$ cat src/hdl/neoSupport_settings.svh
// Support logic settings
// Widths, SDRAM memory map bases and save-image sector limits
`ifndef NEOSUPPORT_SETTINGS_SVH
`define NEOSUPPORT_SETTINGS_SVH

// ==========================================================
// Widths
// ==========================================================

// SDRAM word address
`define NEO_SDRAM_AW 25
// Host download address
`define NEO_IOCTL_AW 25
// Host sector address
`define NEO_LBA_W 32
// 68k work RAM word address (32k words)
`define NEO_WRAM_AW 15
// Work RAM clear counter, one full 16-bit sweep
`define NEO_CLEAR_W 16

// ==========================================================
// SDRAM memory map bases
// ==========================================================

`define NEO_BASE_SPROM 25'h0600000
`define NEO_BASE_SFIX 25'h0620000
`define NEO_BASE_S1 25'h0680000
`define NEO_BASE_P1B 25'h0080000
`define NEO_BASE_P2 25'h0200000
// C ROMs fill the top of SDRAM
`define NEO_BASE_CROM 25'h0800000

// Last save-image sector
// 8kB card image on CD systems
`define NEO_LAST_SECTOR_CD 8'd15
// 64kB backup RAM plus 2kB card on cartridge systems
`define NEO_LAST_SECTOR_CART 8'd131

`endif

$ cat src/hdl/neoPkg.sv
// Shared types of the console support logic
// System types, download indices and data words

`include "neoSupport_settings.svh"

package neoPkg;

	// ==========================================================
	// System selection
	// ==========================================================

	// Bit 1 set on both CD variants
	typedef enum logic [1:0]
	{
		CONSOLE = 2'd0,
		ARCADE = 2'd1,
		CD = 2'd2,
		CDZ = 2'd3
	} systemTypeT;

	// Host download slots
	// Any index of CROM or above carries a C ROM
	typedef enum logic [7:0]
	{
		SPROM = 8'd0,
		LOROM = 8'd1,
		SFIX = 8'd2,
		P1A = 8'd4,
		P1B = 8'd5,
		P2 = 8'd6,
		S1 = 8'd8,
		M1 = 8'd9,
		CROM = 8'd64
	} romIndexT;

	// ==========================================================
	// Data words
	// ==========================================================

	typedef logic [`NEO_SDRAM_AW-1:0] sdramAddrT;

	// Dark bit, RGB LSBs, then 4 bits per channel
	typedef logic [15:0] palEntryT;

	// One DAC channel
	typedef logic [7:0] rgbT;

	typedef logic [15:0] wramWordT;

endpackage

$ cat src/hdl/romLoadMapper.sv
// ROM download mapper
// Maps host download writes into SDRAM and the on-chip ROMs
`timescale 1ns/100ps
`include "neoSupport_settings.svh"

module romLoadMapper
(
	input logic clk_sys,
	input logic nBNKB,
	input logic downloading,
	input neoPkg::romIndexT ioctlIndex,
	input logic [`NEO_IOCTL_AW-1:0] ioctlAddr,
	input logic ioctlWr,
	input neoPkg::systemTypeT systemType,
	output neoPkg::sdramAddrT sdramAddr,
	output logic sdramWe,
	output logic loRomWe,
	output logic z80RomWe
);

	neoPkg::sdramAddrT mappedAddr;
	logic isCdType;
	logic loadWrite;
	logic sdramPass;

	// Both CD variants share one policy
	assign isCdType = (systemType == neoPkg::CD) || (systemType == neoPkg::CDZ);
	assign loadWrite = downloading & ioctlWr;

	// CD systems only load the BIOS from the host
	// Cartridges keep LO and M1 in their own ROMs
	assign sdramPass = isCdType ? (ioctlIndex == neoPkg::SPROM) :
		((ioctlIndex != neoPkg::LOROM) && (ioctlIndex != neoPkg::M1));

	// Memory map per download slot
	always_comb
	begin
		case (ioctlIndex)
			neoPkg::SPROM: mappedAddr = `NEO_BASE_SPROM + neoPkg::sdramAddrT'(ioctlAddr[18:0]);
			neoPkg::S1: mappedAddr = `NEO_BASE_S1 + neoPkg::sdramAddrT'(ioctlAddr[18:0]);
			neoPkg::SFIX: mappedAddr = `NEO_BASE_SFIX + neoPkg::sdramAddrT'(ioctlAddr[16:0]);
			// P1 first half or whole
			neoPkg::P1A: mappedAddr = neoPkg::sdramAddrT'(ioctlAddr[19:0]);
			neoPkg::P1B: mappedAddr = `NEO_BASE_P1B + neoPkg::sdramAddrT'(ioctlAddr[18:0]);
			neoPkg::P2: mappedAddr = ioctlAddr + `NEO_BASE_P2;
			default:
			begin
				// C ROM pairs interleave as even and odd words
				// Upper index bits pick the 1M slot
				if (ioctlIndex >= neoPkg::CROM)
					mappedAddr = `NEO_BASE_CROM + {ioctlAddr[23:0], 1'b0} +
						{ioctlIndex[5:1], 20'h00000} + {23'h000000, ioctlIndex[0], 1'b0};
				else
					mappedAddr = '0;
			end
		endcase
	end

	// Address follows the write by one cycle
	always_ff @(posedge clk_sys)
		sdramAddr <= mappedAddr;

	// Write strobes, one cycle behind the host
	always_ff @(posedge clk_sys or negedge nBNKB)
	begin
		if (!nBNKB)
		begin
			sdramWe <= 1'b0;
			loRomWe <= 1'b0;
			z80RomWe <= 1'b0;
		end
		else
		begin
			sdramWe <= loadWrite & sdramPass;
			loRomWe <= loadWrite & (ioctlIndex == neoPkg::LOROM);
			z80RomWe <= loadWrite & (ioctlIndex == neoPkg::M1);
		end
	end

endmodule

$ cat src/hdl/saveSequencer.sv
// Save image sequencer
// Moves the card or backup image one sector at a time over host block requests
`timescale 1ns/100ps
`include "neoSupport_settings.svh"

module saveSequencer
(
	input logic clk_sys,
	input logic nBNKB,
	input logic downloading,
	input logic imgMounted,
	input logic imgSizeNonzero,
	input logic imgReadonly,
	input logic saveReq,
	input neoPkg::systemTypeT systemType,
	input logic sdAck,
	output logic sdRd,
	output logic sdWr,
	output logic [`NEO_LBA_W-1:0] sdLba
);

	typedef enum logic
	{
		IDLE = 1'b0,
		XFER = 1'b1
	} seqStateT;

	seqStateT state;
	logic enable;
	logic loadPending;
	logic loading;
	logic downloadingPrev;
	logic saveReqPrev;
	logic sdAckPrev;
	logic [7:0] lastSector;
	logic startXfer;

	// Image size differs between card only and card plus backup RAM
	assign lastSector = ((systemType == neoPkg::CD) || (systemType == neoPkg::CDZ)) ?
		`NEO_LAST_SECTOR_CD : `NEO_LAST_SECTOR_CART;

	// New transfer on a pending load or a save request edge
	assign startXfer = (state == IDLE) && enable && (loadPending || (~saveReqPrev & saveReq));

	always_ff @(posedge clk_sys or negedge nBNKB)
	begin
		if (!nBNKB)
		begin
			state <= IDLE;
			enable <= 1'b0;
			loadPending <= 1'b0;
			loading <= 1'b0;
			downloadingPrev <= 1'b0;
			saveReqPrev <= 1'b0;
			sdAckPrev <= 1'b0;
			sdRd <= 1'b0;
			sdWr <= 1'b0;
			sdLba <= '0;
		end
		else
		begin
			downloadingPrev <= downloading;
			saveReqPrev <= saveReq;
			sdAckPrev <= sdAck;

			// ==========================================================
			// Enable and pending load
			// ==========================================================

			// No image access while a download runs
			if (~downloadingPrev & downloading)
				enable <= 1'b0;
			if (~downloading && imgMounted && imgSizeNonzero && ~imgReadonly)
				enable <= 1'b1;

			// Image is read back once the download ends
			if (startXfer)
				loadPending <= 1'b0;
			if (downloadingPrev & ~downloading)
				loadPending <= 1'b1;

			// ==========================================================
			// Sector requests
			// ==========================================================

			// Host took the request
			if (~sdAckPrev & sdAck)
			begin
				sdRd <= 1'b0;
				sdWr <= 1'b0;
			end
			else if (state == IDLE)
			begin
				if (startXfer)
				begin
					state <= XFER;
					loading <= loadPending;
					sdLba <= '0;
					sdRd <= loadPending;
					sdWr <= ~loadPending;
				end
			end
			else if (sdAckPrev & ~sdAck)
			begin
				// Sector done, stop at the last one
				if (sdLba[7:0] >= lastSector)
					state <= IDLE;
				else
				begin
					sdLba <= sdLba + 1'b1;
					sdRd <= loading;
					sdWr <= ~loading;
				end
			end
		end
	end

endmodule

$ cat src/hdl/ramClearSequencer.sv
// Work RAM clear sequencer
// Fills work RAM with address patterns after reset while the CPU is held
`timescale 1ns/100ps
`include "neoSupport_settings.svh"

module ramClearSequencer
(
	input logic clk_sys,
	input logic nBNKB,
	input logic sysReset,
	input logic [`NEO_WRAM_AW-1:0] cpuWramAddr,
	input neoPkg::wramWordT cpuWramData,
	input logic cpuWriteL,
	input logic cpuWriteU,
	output logic [`NEO_WRAM_AW-1:0] wramAddr,
	output neoPkg::wramWordT wramData,
	output logic wramWriteL,
	output logic wramWriteU,
	output logic cpuResetN
);

	logic sysResetPrev;
	logic clearing;
	logic [`NEO_CLEAR_W-1:0] clearCount;

	always_ff @(posedge clk_sys or negedge nBNKB)
	begin
		if (!nBNKB)
		begin
			// Counts as still in reset, so a low sysReset starts a sweep
			sysResetPrev <= 1'b1;
			clearing <= 1'b0;
			clearCount <= '0;
			cpuResetN <= 1'b0;
		end
		else
		begin
			sysResetPrev <= sysReset;
			// Host reset asserted
			if (~sysResetPrev & sysReset)
				cpuResetN <= 1'b0;
			// Host reset released, sweep from word 0
			if (sysResetPrev & ~sysReset)
			begin
				clearing <= 1'b1;
				clearCount <= '0;
			end
			else if (clearing)
			begin
				// Last word written, let the CPU run
				if (&clearCount)
				begin
					clearing <= 1'b0;
					cpuResetN <= 1'b1;
				end
				else
					clearCount <= clearCount + 1'b1;
			end
		end
	end

	// Sweep owns the RAM port, CPU the rest of the time
	assign wramAddr = clearing ? clearCount[`NEO_WRAM_AW-1:0] : cpuWramAddr;
	assign wramData = clearing ? neoPkg::wramWordT'(clearCount) : cpuWramData;
	assign wramWriteL = clearing | cpuWriteL;
	assign wramWriteU = clearing | cpuWriteU;

endmodule

$ cat src/hdl/videoOut.sv
// Palette to DAC output stage
// Latches the palette word at pixel rate and expands it to 8-bit RGB
`timescale 1ns/100ps

module videoOut
(
	input logic clk_sys,
	input logic nBNKB,
	input logic pixelCe,
	input neoPkg::palEntryT palData,
	input logic videoEn,
	input logic chBlank,
	input logic screenBlank,
	output neoPkg::rgbT vgaR,
	output neoPkg::rgbT vgaG,
	output neoPkg::rgbT vgaB,
	output logic vgaDe
);

	neoPkg::palEntryT palLatch;

	// DAC latch
	// Blanked or disabled video shows black
	always_ff @(posedge clk_sys or negedge nBNKB)
	begin
		if (!nBNKB)
			palLatch <= '0;
		else if (pixelCe)
			palLatch <= (screenBlank || !videoEn) ? '0 : palData;
	end

	// 4-bit colour, own LSB, shared dark bit, then zero fill
	assign vgaR = {palLatch[11:8], palLatch[14], palLatch[15], 2'b00};
	assign vgaG = {palLatch[7:4], palLatch[13], palLatch[15], 2'b00};
	assign vgaB = {palLatch[3:0], palLatch[12], palLatch[15], 2'b00};

	// Active area only
	assign vgaDe = ~chBlank & ~screenBlank;

endmodule

$ cat src/hdl/neoSupport.sv
// Console support logic top level
// ROM download mapping, save image transfer, work RAM clear and video output
`timescale 1ns/100ps
`include "neoSupport_settings.svh"

module neoSupport
(
	input logic clk_sys,
	input logic nBNKB,
	// Host download and system selection
	input logic downloading,
	input neoPkg::romIndexT ioctlIndex,
	input logic [`NEO_IOCTL_AW-1:0] ioctlAddr,
	input logic ioctlWr,
	input neoPkg::systemTypeT systemType,
	output neoPkg::sdramAddrT sdramAddr,
	output logic sdramWe,
	output logic loRomWe,
	output logic z80RomWe,
	// Save image block requests
	input logic imgMounted,
	input logic imgSizeNonzero,
	input logic imgReadonly,
	input logic saveReq,
	input logic sdAck,
	output logic sdRd,
	output logic sdWr,
	output logic [`NEO_LBA_W-1:0] sdLba,
	// Work RAM and CPU reset
	input logic sysReset,
	input logic [`NEO_WRAM_AW-1:0] cpuWramAddr,
	input neoPkg::wramWordT cpuWramData,
	input logic cpuWriteL,
	input logic cpuWriteU,
	output logic [`NEO_WRAM_AW-1:0] wramAddr,
	output neoPkg::wramWordT wramData,
	output logic wramWriteL,
	output logic wramWriteU,
	output logic cpuResetN,
	// Video
	input logic pixelCe,
	input neoPkg::palEntryT palData,
	input logic videoEn,
	input logic chBlank,
	input logic screenBlank,
	output neoPkg::rgbT vgaR,
	output neoPkg::rgbT vgaG,
	output neoPkg::rgbT vgaB,
	output logic vgaDe
);

	// ==========================================================
	// Loading and save image
	// ==========================================================

	romLoadMapper romLoadMapperInst
	(
		.clk_sys(clk_sys), .nBNKB(nBNKB),
		.downloading(downloading), .ioctlIndex(ioctlIndex), .ioctlAddr(ioctlAddr),
		.ioctlWr(ioctlWr), .systemType(systemType),
		.sdramAddr(sdramAddr), .sdramWe(sdramWe), .loRomWe(loRomWe), .z80RomWe(z80RomWe)
	);

	saveSequencer saveSequencerInst
	(
		.clk_sys(clk_sys), .nBNKB(nBNKB),
		.downloading(downloading), .imgMounted(imgMounted),
		.imgSizeNonzero(imgSizeNonzero), .imgReadonly(imgReadonly),
		.saveReq(saveReq), .systemType(systemType), .sdAck(sdAck),
		.sdRd(sdRd), .sdWr(sdWr), .sdLba(sdLba)
	);

	// ==========================================================
	// Work RAM and video
	// ==========================================================

	ramClearSequencer ramClearSequencerInst
	(
		.clk_sys(clk_sys), .nBNKB(nBNKB), .sysReset(sysReset),
		.cpuWramAddr(cpuWramAddr), .cpuWramData(cpuWramData),
		.cpuWriteL(cpuWriteL), .cpuWriteU(cpuWriteU),
		.wramAddr(wramAddr), .wramData(wramData),
		.wramWriteL(wramWriteL), .wramWriteU(wramWriteU), .cpuResetN(cpuResetN)
	);

	videoOut videoOutInst
	(
		.clk_sys(clk_sys), .nBNKB(nBNKB), .pixelCe(pixelCe), .palData(palData),
		.videoEn(videoEn), .chBlank(chBlank), .screenBlank(screenBlank),
		.vgaR(vgaR), .vgaG(vgaG), .vgaB(vgaB), .vgaDe(vgaDe)
	);

endmodule

$ cat config.mk
export PLATFORM = sky130hd
export DESIGN_NAME = neoSupport
export DESIGN_NICKNAME = d
export VERILOG_FILES = /design/src/hdl/neoPkg.sv /design/src/hdl/romLoadMapper.sv /design/src/hdl/saveSequencer.sv /design/src/hdl/ramClearSequencer.sv /design/src/hdl/videoOut.sv /design/src/hdl/neoSupport.sv
export VERILOG_INCLUDE_DIRS = /design/src /design/src/hdl
export SDC_FILE = /design/constraint.sdc
export NUM_CORES = 1
export LEC_CHECK = 0
export BUFFER_PORTS_ARGS = -buffer_cell sky130_fd_sc_hd__clkbuf_2
export CAP_MARGIN = 20
export CELL_PAD_IN_SITES_DETAIL_PLACEMENT = 1
export CELL_PAD_IN_SITES_GLOBAL_PLACEMENT = 2
export CORE_ASPECT_RATIO = 1.25
export CORE_MARGIN = 1.5
export CORE_UTILIZATION = 29
export CTS_BUF_LIST = sky130_fd_sc_hd__clkbuf_4 sky130_fd_sc_hd__clkbuf_8
export DETAILED_ROUTE_END_ITERATION = 10
export PLACE_DENSITY = 0.8
export SLEW_MARGIN = 5
export SYNTH_ARGS = -nofsm -noshare
export SYNTH_HDL_FRONTEND = slang
export SYNTH_SLANG_ARGS = --single-unit
export TNS_END_PERCENT = 5
$ cat constraint.sdc
create_clock -name clk_sys -period 2.82 [get_ports clk_sys]
set_clock_uncertainty 0.2 [all_clocks]
set_input_delay 0.141 -clock clk_sys [delete_from_list [all_inputs] [get_ports clk_sys]]
set_output_delay 0.141 -clock clk_sys [all_outputs]
set_load 0.01 [all_outputs]
Yosys cells after proc, flatten, opt, wreduce, memory -nomap -nowiden
Cells that the tools add are included.
{"block": "totals", "regBits": 104, "in_bits": 98, "output_inout_bits": 121, "elab_cells": 135}
{"block": "classes", "add_sub_neg": 10, "magnitude_cmp": 2, "n_eq_ne": 16, "muxes": 39, "bitwise_logic": 28, "n_reduce_logical": 21}
{"operator": "one-hot mux 25 bit (6 select lines)", "n": 1}
{"operator": "2-to-1 mux 32 bit", "n": 4}
{"operator": "2-to-1 mux 16 bit", "n": 5}
{"operator": "adder 23 x 19 -> 24 bit, first input constant", "n": 2}
{"operator": "adder 32 x 1 -> 32 bit, second input constant", "n": 1}
{"operator": "2-to-1 mux 1 bit", "n": 26}
{"operator": "adder 24 x 25 -> 25 bit, first input constant", "n": 1}
{"operator": "adder 25 x 2 -> 25 bit", "n": 1}
{"operator": "adder 25 x 22 -> 25 bit, second input constant", "n": 1}
{"operator": "adder 25 bit", "n": 1}
{"operator": "2-to-1 mux 25 bit", "n": 1}
{"operator": "adder 23 x 17 -> 24 bit, first input constant", "n": 1}
{"operator": "== test 8 x 3 -> 1 bit, second input constant", "n": 3}
{"operator": "adder 20 x 19 -> 21 bit, first input constant", "n": 1}
{"operator": "adder 16 x 1 -> 16 bit, second input constant", "n": 1}
{"operator": "== test 8 x 4 -> 1 bit, second input constant", "n": 2}
{"operator": "AND reduction 16 bit", "n": 1}
{"operator": "2-to-1 mux 15 bit", "n": 1}
{"operator": "inverter 1 bit", "n": 14}
{"operator": "AND 1 bit", "n": 12}
{"operator": "== test 8 x 1 -> 1 bit, second input constant", "n": 1}
{"operator": "== test 8 x 2 -> 1 bit, second input constant", "n": 1}
{"operator": "greater-or-equal comparator 8 x 7 -> 1 bit, second input constant", "n": 1}
{"operator": "greater-or-equal comparator 8 bit", "n": 1}
{"operator": "other kinds (17)", "n": 32}

Depth between registers and ports, before layout
Gate-level depths: netlist of run 1.
{"block": "logic_depth", "word_depth": 8, "ltp_mapped": 9, "mapped_depth_nobuf": 8}

Modules after synthesis
A second synthesis of run 1 with hierarchy kept.
{"block": "unflattened", "hier_cells": 712, "area_unflattened_um2": 6110.9}
{"mod": "saveSequencer", "instances": 1, "cells_per_inst": 260, "area_per_inst_um2": 2328.5, "seq_area_each_um2": 1026.0}
{"mod": "romLoadMapper", "instances": 1, "cells_per_inst": 184, "area_per_inst_um2": 1625.3, "seq_area_each_um2": 575.6}
{"mod": "ramClearSequencer", "instances": 1, "cells_per_inst": 188, "area_per_inst_um2": 1346.3, "seq_area_each_um2": 476.7}
{"mod": "videoOut", "instances": 1, "cells_per_inst": 80, "area_per_inst_um2": 810.8, "seq_area_each_um2": 400.4}

Least setup slack after synthesis of run 1
OpenSTA, ideal clock, no wires.
{"block": "synth_timing", "kind": "flip-flop to flip-flop", "from": "register saveSequencerInst.sdLba[2]", "to": "register saveSequencerInst.sdRd", "setup_time_ns": 0.127, "arrival_ns": 1.954, "required_time_ns": 2.493, "slack_ns": 0.538, "path_stages_with_launch": 7, "n_path_buf": 1, "synth_period_minus_slack_ns": 2.282, "cell_sequence": "dfrtp_1 -> ha_1 -> a21oi_1 -> o211ai_1 -> buf_4 -> a222oi_1 -> mux2_1"}
{"block": "synth_between", "elab_chain_cells": 3}
{"element": "start, declared", "line_no": "saveSequencer.sv:19", "source": "output logic [`NEO_LBA_W-1:0] sdLba"}
{"element": "start signal, assigned", "line_no": "saveSequencer.sv:110", "source": "sdLba <= sdLba + 1'b1;"}
{"element": "greater-or-equal comparator 8 bit", "line_no": "saveSequencer.sv:106", "source": "if (sdLba[7:0] >= lastSector)"}
{"element": "inequality test 3 bit (no line)"}
{"element": "AND reduction 3 bit (no line)"}
{"element": "end signal, assigned", "line_no": "saveSequencer.sv:99", "source": "sdRd <= loadPending;"}
{"element": "end signal, assigned", "line_no": "saveSequencer.sv:111", "source": "sdRd <= loading;"}
{"element": "end, declared", "line_no": "saveSequencer.sv:17", "source": "output logic sdRd,"}
Every way passes these cells.
A chain may end at the register's enable or synchronous reset.

Worst setup path after layout of run 1
{"block": "layout_timing", "from": "input port ioctlAddr[0]", "to": "register romLoadMapperInst.sdramAddr[15]"}
{"block": "layout_between", "elab_chain_cells": 5, "elab_cells_between_ends": 10, "classes_between": "add/sub: 8; mux: 2"}
{"element": "start, declared", "line_no": "neoSupport.sv:13", "source": "input logic [`NEO_IOCTL_AW-1:0] ioctlAddr,"}
{"element": "adder 24 x 25 -> 25 bit (no line)"}
{"element": "adder 25 bit (no line)"}
{"element": "adder 25 x 2 -> 25 bit (no line)"}
{"element": "2-to-1 mux 25 bit", "line_no": "romLoadMapper.sv:50", "source": "if (ioctlIndex >= neoPkg::CROM)"}
{"element": "one-hot mux 25 bit (6 select lines) *", "line_no": "romLoadMapper.sv:38", "source": "case (ioctlIndex)"}
{"element": "net romLoadMapperInst.mappedAddr[15]", "line_no": "romLoadMapper.sv:21", "source": "neoPkg::sdramAddrT mappedAddr;"}
{"element": "end signal, assigned", "line_no": "romLoadMapper.sv:61", "source": "sdramAddr <= mappedAddr;"}
{"element": "end, declared", "line_no": "romLoadMapper.sv:15", "source": "output neoPkg::sdramAddrT sdramAddr,"}
Mark *: on every way through the listed nets, which the timed path passes. The rest lies on a longest branch.

==> run_results.csv, run 1 <==
group,metric,value,unit
setup_path,critPathMaxStageDelay,560,ps
synth,seq_area_frac_synth,41.95,%
sta,timing_hold_violations_final,0,
global_route,grt_first_pass_wirelength,31120,um
synth,synth_fa_ha_area_share,3.812,%
detailed_routing,antenna_left,0,
synth,synth-compound-area-share,19.59,%
synth,synth.avg_cell_area,8.440,um2
power,power_density,457.1,nW/um2
synth,yosys_warnings,0,
setup_path,critical_path_required,2890,ps
synth,synthXorXnorAreaFrac,5.485,%
die,design.portCount,219,
sta,grt_setup_unrepaired,"true",
synth,postSynth.topFlopCell,"sky130_fd_sc_hd__dfrtp_1",
power,max-vdd-ir-drop,0.0002416,V
detailed_routing,viasPerCell,4.881,
setup_path,worstPathBufferInverterCount,4,
layout,layout.cells.most_common_list,"210 x sky130_fd_sc_hd__clkbuf_2, 82 x sky130_fd_sc_hd__o21ai_0, 78 x sky130_fd_sc_hd__dfrtp_1",
layout,finalNetCount,1097,
setup_path,critical_path.cell_chain,"dlygate4sd3_1, clkbuf_2, ha_1, ha_2, nand3_1, nor4_1, buf_4, nand3_1, xnor2_1, a22o_1, dlygate4sd3_1",
min_path,worst_hold_path_type,"primary input to flop",
synth,syn-cell-area,5908,um2
synth,synthesis.instances,700,
layout,layout-drive-gt1-share,28.30,%
clock_tree,clock-root-buffer,"sky130_fd_sc_hd__clkbuf_8",
layout,leading_cell_type_in_the_layout_fill_and_taps_excluded,"sky130_fd_sc_hd__clkbuf_2",
layout,post_route_utilization,41.23,%
clock_tree,cts_tree,"built",
global_route,grt_busiest_layer,"met2",
sta,tightest_slew,881.2,ps
clock_tree,number_of_buffers_added_by_the_clock_tree_synthesis_step,9,
clock_tree,clkLatencyLatePin,380,ps
setup_path,cp_top_family,"buffers and inverters",
clock_tree,clkSinkCount,104,
clock_tree,htree_num_levels,3,
detailed_routing,route.vias.total,6130,
setup_path,critical_path.startpoint_type,"primary input",
die,die_height,162.6,um
job,max_cap_viol_count,0,
layout,n_fill_cell,2514,
synth,simple_gate_share_of_the_synthesized_area,20.46,%
setup_path,worst_setup_path_end_kind,"flop",
layout,layoutNonFillerInstCount,1256,
detailed_routing,drt-wirelength-per-cell,15.52,um
status,outcome,"finished clean",
die,floorplan.die_area,21240,um2
die,design.core.area,20030,um2
placement,global_placement_routability_congestion,0.8065,
setup_path,crit_path_top_delay_cell,"sky130_fd_sc_hd__dlygate4sd3_1",
detailed_routing,drt_first_iter_violations,247,
power,static-leakage-power,3.980,nW
synth,synth_enable_flop_cells,0,
sta,final_min_period_over_clock_period,97.64,%
sta,clock.fmax,363.2,MHz
placement,placedCellCount,1174,
clock_tree,clkTransAtPathRegs,100,ps
die,rows,58,
global_route,number_of_antenna_violations_at_the_first_check_in_global_routing,0,
synth,dominant_combinational_cell_family_by_area_after_synthesis,"simple AND/OR/NAND/NOR gates",
global_route,grt_overflow,0,
global_route,met1_usage,21.63,%
sta,final-max-slew-violation-count,0,
die,initial_utilization,29.50,%
layout,antenna-diode-count,0,
global_route,grt_use_met2,33.25,%
setup_path,worstPathMaxFanout,6,
sta,timing.max_slew.rel_slack,41.04,%
synth,async_flop_share,75.96,%
power,total_power,3.775,mW
detailed_routing,detail_route.wirelength,19500,um
global_route,largest_net_degree_at_the_start_of_global_routing,42,
synth,synthDistinctLibCells,60,
global_route,groute.usage.overall,18.48,%
clock_tree,clock_tree.buffer_depth,2,
sta,worst_slack,66.57,ps
placement,port_buffers,211,
global_route,met3_usage,3.745,%
synth,synth_seq_cells,104,
setup_path,worst_ep_arrival_time,2820,ps
global_route,grt_pass1_vias,6261,
setup_path,critical_path_class,"primary input to flop",
placement,hpwlAfterDp,14180,um
layout,syn_to_final_growth,39.77,%
detailed_routing,detail_route.first_pass.iterations,4,
sta,fin_crit,2753,ps
die,chipWidth,130.7,um
synth,yosys-mux-area-fraction,0.5506,%
placement,preCtsSetupSlack,283.2,ps
sta,setup-violations-final,0,
detailed_routing,drc,0,
## metrics by stage
| stage | hold slack, ps | cell area [um2] | TNS (ps) |
|---|---|---|---|
| after floorplan | -354.6 | 5927 | 0 |
| after global placement | -5.794 | 7350 | 0 |
| after detailed placement | -7.837 | 7350 | 0 |
| after CTS | 1.716 | 8214 | 0 |
| after global routing | 35.48 | 8258 | -63.38 |
| final | 15.36 | 8258 | 0 |
## cell type report
cell class | instances | area, um2 | area share (%)
Clock inverter | 5 | 78.83 | 0.9545
Sequential cell | 104 | 2479 | 30.02
Clock buffer | 11 | 145.1 | 1.758
Tap cell | 270 | 337.8 | 4.091
Multi-Input combinational cell | 487 | 2999 | 36.32
Inverter | 73 | 274.0 | 3.318
Timing Repair Buffer | 306 | 1944 | 23.55
## path summary, 6_finish.rpt
kind | startpoint | to | slack, ps | depth (start not counted)
worst max register to register | saveSequencerInst.sdLba[0] | saveSequencerInst.sdLba[14] | 390 | 8
worst min-delay path | pixelCe | videoOutInst.palLatch[4] | 20 | 2
worst min register to register | ramClearSequencerInst.cpuResetN | ramClearSequencerInst.cpuResetN | 300 | 1
max in group asynchronous | nBNKB | saveSequencerInst.loadPending | 1690 | 3
min in group asynchronous | nBNKB | saveSequencerInst.sdLba[20] | 90 | 2
worst max-delay path | ioctlAddr[0] | romLoadMapperInst.sdramAddr[15] | 70 | 11
## layer usage
| layer | vias to the layer above | wire [um] |
|---|---|---|
| li1 | 3014 | - |
| met3 | 26 | 1057 |
| met5 | - | 0 |
| met2 | 157 | 9862 |
| met4 | 0 | 355 |
| met1 | 2933 | 8223 |
## power by group
part / total, mW / switching, mW / internal (mW)
clock network: 1.09 / 0.553 / 0.536
registers: 1.72 / 0.115 / 1.61
logic: 0.963 / 0.528 / 0.434
## cell families (layout without fill, tap and decap cells)
| logic type | count (synthesis) | count (layout) |
|---|---|---|
| buf+inv | 114 | 395 |
| other cells | 1 | 6 |
| xor+xnor | 37 | 37 |
| mux | 3 | 3 |
| simple gates | 240 | 240 |
| compound gates | 183 | 183 |
| fa+ha+maj | 18 | 18 |
| flops | 104 | 104 |
## Yosys cell counts, types with 3 or more instances
library cell	count	area (um2)
sky130_fd_sc_hd__inv_1	73	274.0
sky130_fd_sc_hd__buf_4	9	67.56
sky130_fd_sc_hd__o21ai_0	82	410.4
sky130_fd_sc_hd__and3_1	8	50.05
sky130_fd_sc_hd__a41oi_1	4	35.03
sky130_fd_sc_hd__o41ai_1	4	35.03
sky130_fd_sc_hd__dfrtp_1	78	1952
sky130_fd_sc_hd__buf_2	7	35.03
sky130_fd_sc_hd__nor2b_1	4	25.02
sky130_fd_sc_hd__a32o_1	3	30.03
sky130_fd_sc_hd__o22ai_1	6	37.54
sky130_fd_sc_hd__nor2_1	34	127.6
sky130_fd_sc_hd__a22o_1	13	113.9
sky130_fd_sc_hd__nand3_1	36	180.2
sky130_fd_sc_hd__a21o_1	7	52.55
sky130_fd_sc_hd__a21oi_1	21	105.1
sky130_fd_sc_hd__nor3_1	16	80.08
sky130_fd_sc_hd__nand4_1	17	106.4
sky130_fd_sc_hd__and4_1	9	78.83
sky130_fd_sc_hd__xor2_1	19	166.4
sky130_fd_sc_hd__a211oi_1	3	22.52
sky130_fd_sc_hd__nor4_1	10	62.56
sky130_fd_sc_hd__a31oi_1	11	68.82
sky130_fd_sc_hd__or3_1	11	68.82
sky130_fd_sc_hd__o31ai_1	4	30.03
sky130_fd_sc_hd__nand2b_1	4	25.02
sky130_fd_sc_hd__or2_2	7	43.79
sky130_fd_sc_hd__clkbuf_1	23	86.33
sky130_fd_sc_hd__dfxtp_1	25	500.5
sky130_fd_sc_hd__nand2_1	73	274.0
sky130_fd_sc_hd__o211ai_1	7	52.55
sky130_fd_sc_hd__xnor2_1	18	157.7
sky130_fd_sc_hd__ha_1	18	225.2
sky130_fd_sc_hd__o2bb2ai_1	3	26.28
## registers in the layout, summed over array words and instances, names as in the netlist, 16 cells and up
| name | flops |
|---|---|
| videoOutInst.palLatch | 16 |
| ramClearSequencerInst.clearCount | 16 |
| romLoadMapperInst.sdramAddr | 25 |
| saveSequencerInst.sdLba | 32 |
## repair_timing
item / in CTS / in global routing
setup buffers: 0 / 2
hold buffers: 64 / 0
resized for setup: 0 / 6
endpoints found under the hold margin: 92 / 0
endpoints found under the setup margin: 0 / 5
Power figures use the tool's default switching activity.
==> inputs of run 2 (changes only) <==
- SETUP_SLACK_MARGIN: not set -> 0.1
==> run_results.csv, run 2 (same netlist as run 1, synthesis figures left out) <==
group,metric,value,unit
status,outcome,"finished clean",
placement,global_placement_routability_congestion,0.8065,
setup_path,cp_num_cells,12,
placement,preCtsSetupSlack,283.2,ps
detailed_routing,drc,0,
placement,hpwlAfterDp,14180,um
global_route,largest_net_degree_at_the_start_of_global_routing,42,
detailed_routing,drt_first_iter_violations,236,
detailed_routing,detail_route.wirelength,19440,um
layout,finalInstanceArea,8260,um2
power,power_density,456.3,nW/um2
global_route,grt_overflow,0,
layout,layout-drive-gt1-share,28.54,%
setup_path,timing.reg2reg.setup_slack,390,ps
global_route,groute.usage.overall,18.47,%
setup_path,worstPathBufferInverterCount,4,
global_route,met3_usage,3.745,%
sta,grt_setup_unrepaired,"true",
detailed_routing,detail_route.first_pass.iterations,4,
layout,n_fill_cell,2513,
setup_path,worst_ep_arrival_time,2790,ps
power,clock_power_share,28.8,%
layout,leading_cell_type_in_the_layout_fill_and_taps_excluded,"sky130_fd_sc_hd__clkbuf_2",
detailed_routing,route.vias.total,6143,
layout,antenna-diode-count,0,
layout,layoutNonFillerInstCount,1258,
global_route,grt_pass1_vias,6249,
min_path,worst_hold_path_type,"primary input to flop",
setup_path,worstPathMaxFanout,4,
detailed_routing,drt-wirelength-per-cell,15.45,um
die,die_height,162.6,um
layout,post_route_utilization,41.24,%
global_route,grt_use_met2,33.21,%
sta,setup-violations-final,0,
placement,placedCellCount,1174,
clock_tree,clkTransAtPathRegs,100,ps
layout,largest_register,"saveSequencerInst.sdLba",
sta,timing.max_slew.rel_slack,39.55,%
sta,final-max-slew-violation-count,0,
sta,clock.fmax,369.1,MHz
clock_tree,clock-root-buffer,"sky130_fd_sc_hd__clkbuf_8",
sta,timing_hold_violations_final,0,
setup_path,critical_path_required,2900,ps
power,max-vdd-ir-drop,0.0002417,V
placement,dpl_cell_area,7350,um2
power,static-leakage-power,3.990,nW
clock_tree,htree_num_levels,3,
setup_path,critical_path.cell_chain,"dlygate4sd3_1, clkbuf_2, ha_1, ha_2, ha_2, nand4_1, buf_4, nor4b_1, buf_4, a41oi_1, xnor2_1, a32o_1",
layout,ff_latch_area,2479,um2
global_route,met1_usage,21.63,%
min_path,holdPathStages,2,
power,switching_share,31.63,%
setup_path,critical_path_class,"primary input to flop",
setup_path,worst_setup_path_end_kind,"flop",
power,combinational_power_share,25.5,%
layout,reg_top3,"saveSequencerInst.sdLba x32, romLoadMapperInst.sdramAddr x25",
clock_tree,clkLatencyLatePin,380,ps
global_route,grt_first_pass_wirelength,31090,um
layout,multi_input_comb_area,2989,um2
sta,fin_setup_tns,0,ps
die,design.portCount,219,
placement,port_buffers,211,
setup_path,crit_path_top_delay_cell,"sky130_fd_sc_hd__dlygate4sd3_1",
setup_path,critPathMaxStageDelay,540,ps
power,netSwitchingPower,1.192,mW
layout,largest_register_ff_count,32,
die,initial_utilization,29.50,%
die,chipWidth,130.7,um
global_route,number_of_antenna_violations_at_the_first_check_in_global_routing,0,
setup_path,cp_top_family,"buffers and inverters",
die,floorplan.die_area,21240,um2
sta,final_min_period_over_clock_period,96.06,%
job,max_cap_viol_count,0,
clock_tree,cts_tree,"built",
setup_path,worst_r2r_path_depth,8,
clock_tree,clkSinkCount,104,
setup_path,critical_path.startpoint_type,"primary input",
layout,finalNetCount,1099,
layout,layout.cells.most_common_list,"210 x sky130_fd_sc_hd__clkbuf_2, 82 x sky130_fd_sc_hd__o21ai_0, 78 x sky130_fd_sc_hd__dfrtp_1",
detailed_routing,antenna_left,0,
clock_tree,clock_tree.buffer_depth,2,
sta,fin_crit,2709,ps
detailed_routing,viasPerCell,4.883,
power,seqPwrFrac,45.7,%
clock_tree,number_of_buffers_added_by_the_clock_tree_synthesis_step,9,
sta,tightest_slew,903.4,ps
die,design.core.area,20030,um2
sta,worst_slack,111.0,ps
power,power.internal,2.577,mW
layout,syn_to_final_growth,39.81,%
global_route,grt_busiest_layer,"met2",
die,rows,58,
-- run 2: through the flow --
stage	hold slack (ps)	power (mW)
after floorplan	-354.6	2.230
after global routing	35.48	4.009
after global placement	-5.794	2.631
final	17.10	3.769
after detailed placement	-7.837	2.648
after CTS	1.716	3.828
-- run 2: power by group through the flow --
stage | logic (mW) | clock network (mW) | registers, mW
floorplan | 0.474 | 0 | 1.76
global placement | 0.879 | 0 | 1.75
CTS | 0.972 | 1.13 | 1.73
detailed placement | 0.893 | 0 | 1.75
global route | 1.08 | 1.18 | 1.75
finish | 0.960 | 1.09 | 1.72
-- run 2: worst paths after layout --
path | start | to
max reg2reg | saveSequencerInst.sdLba[0] | saveSequencerInst.sdLba[14]
min | pixelCe | videoOutInst.palLatch[4]
max | ioctlAddr[0] | romLoadMapperInst.sdramAddr[22]
min in group asynchronous | nBNKB | saveSequencerInst.sdLba[20]
max in group asynchronous | nBNKB | saveSequencerInst.loadPending
min reg2reg | ramClearSequencerInst.cpuResetN | ramClearSequencerInst.cpuResetN
-- run 2: routing by layer --
layer,vias up,part of all wire (%)
met4,0,1.8
met3,25,5.4
met1,2948,42
met5,-,0
met2,155,51
li1,3015,-
-- run 2: cell type report --
cell class,count,area share (%)
sequential,104,30.01
clock buffer,11,1.757
clock inverter,5,0.9543
inverter,73,3.317
multi-input combinational,487,36.19
timing repair buffer,308,23.69
tap,270,4.090
-- run 2: what timing repair did --
item / in CTS / in global routing
hold buffers: 63 / 0
endpoints found under the setup margin: 0 / 9
buffers inserted: 0 / 5
hold endpoints to repair: 92 / 0
gates resized for setup: 0 / 5
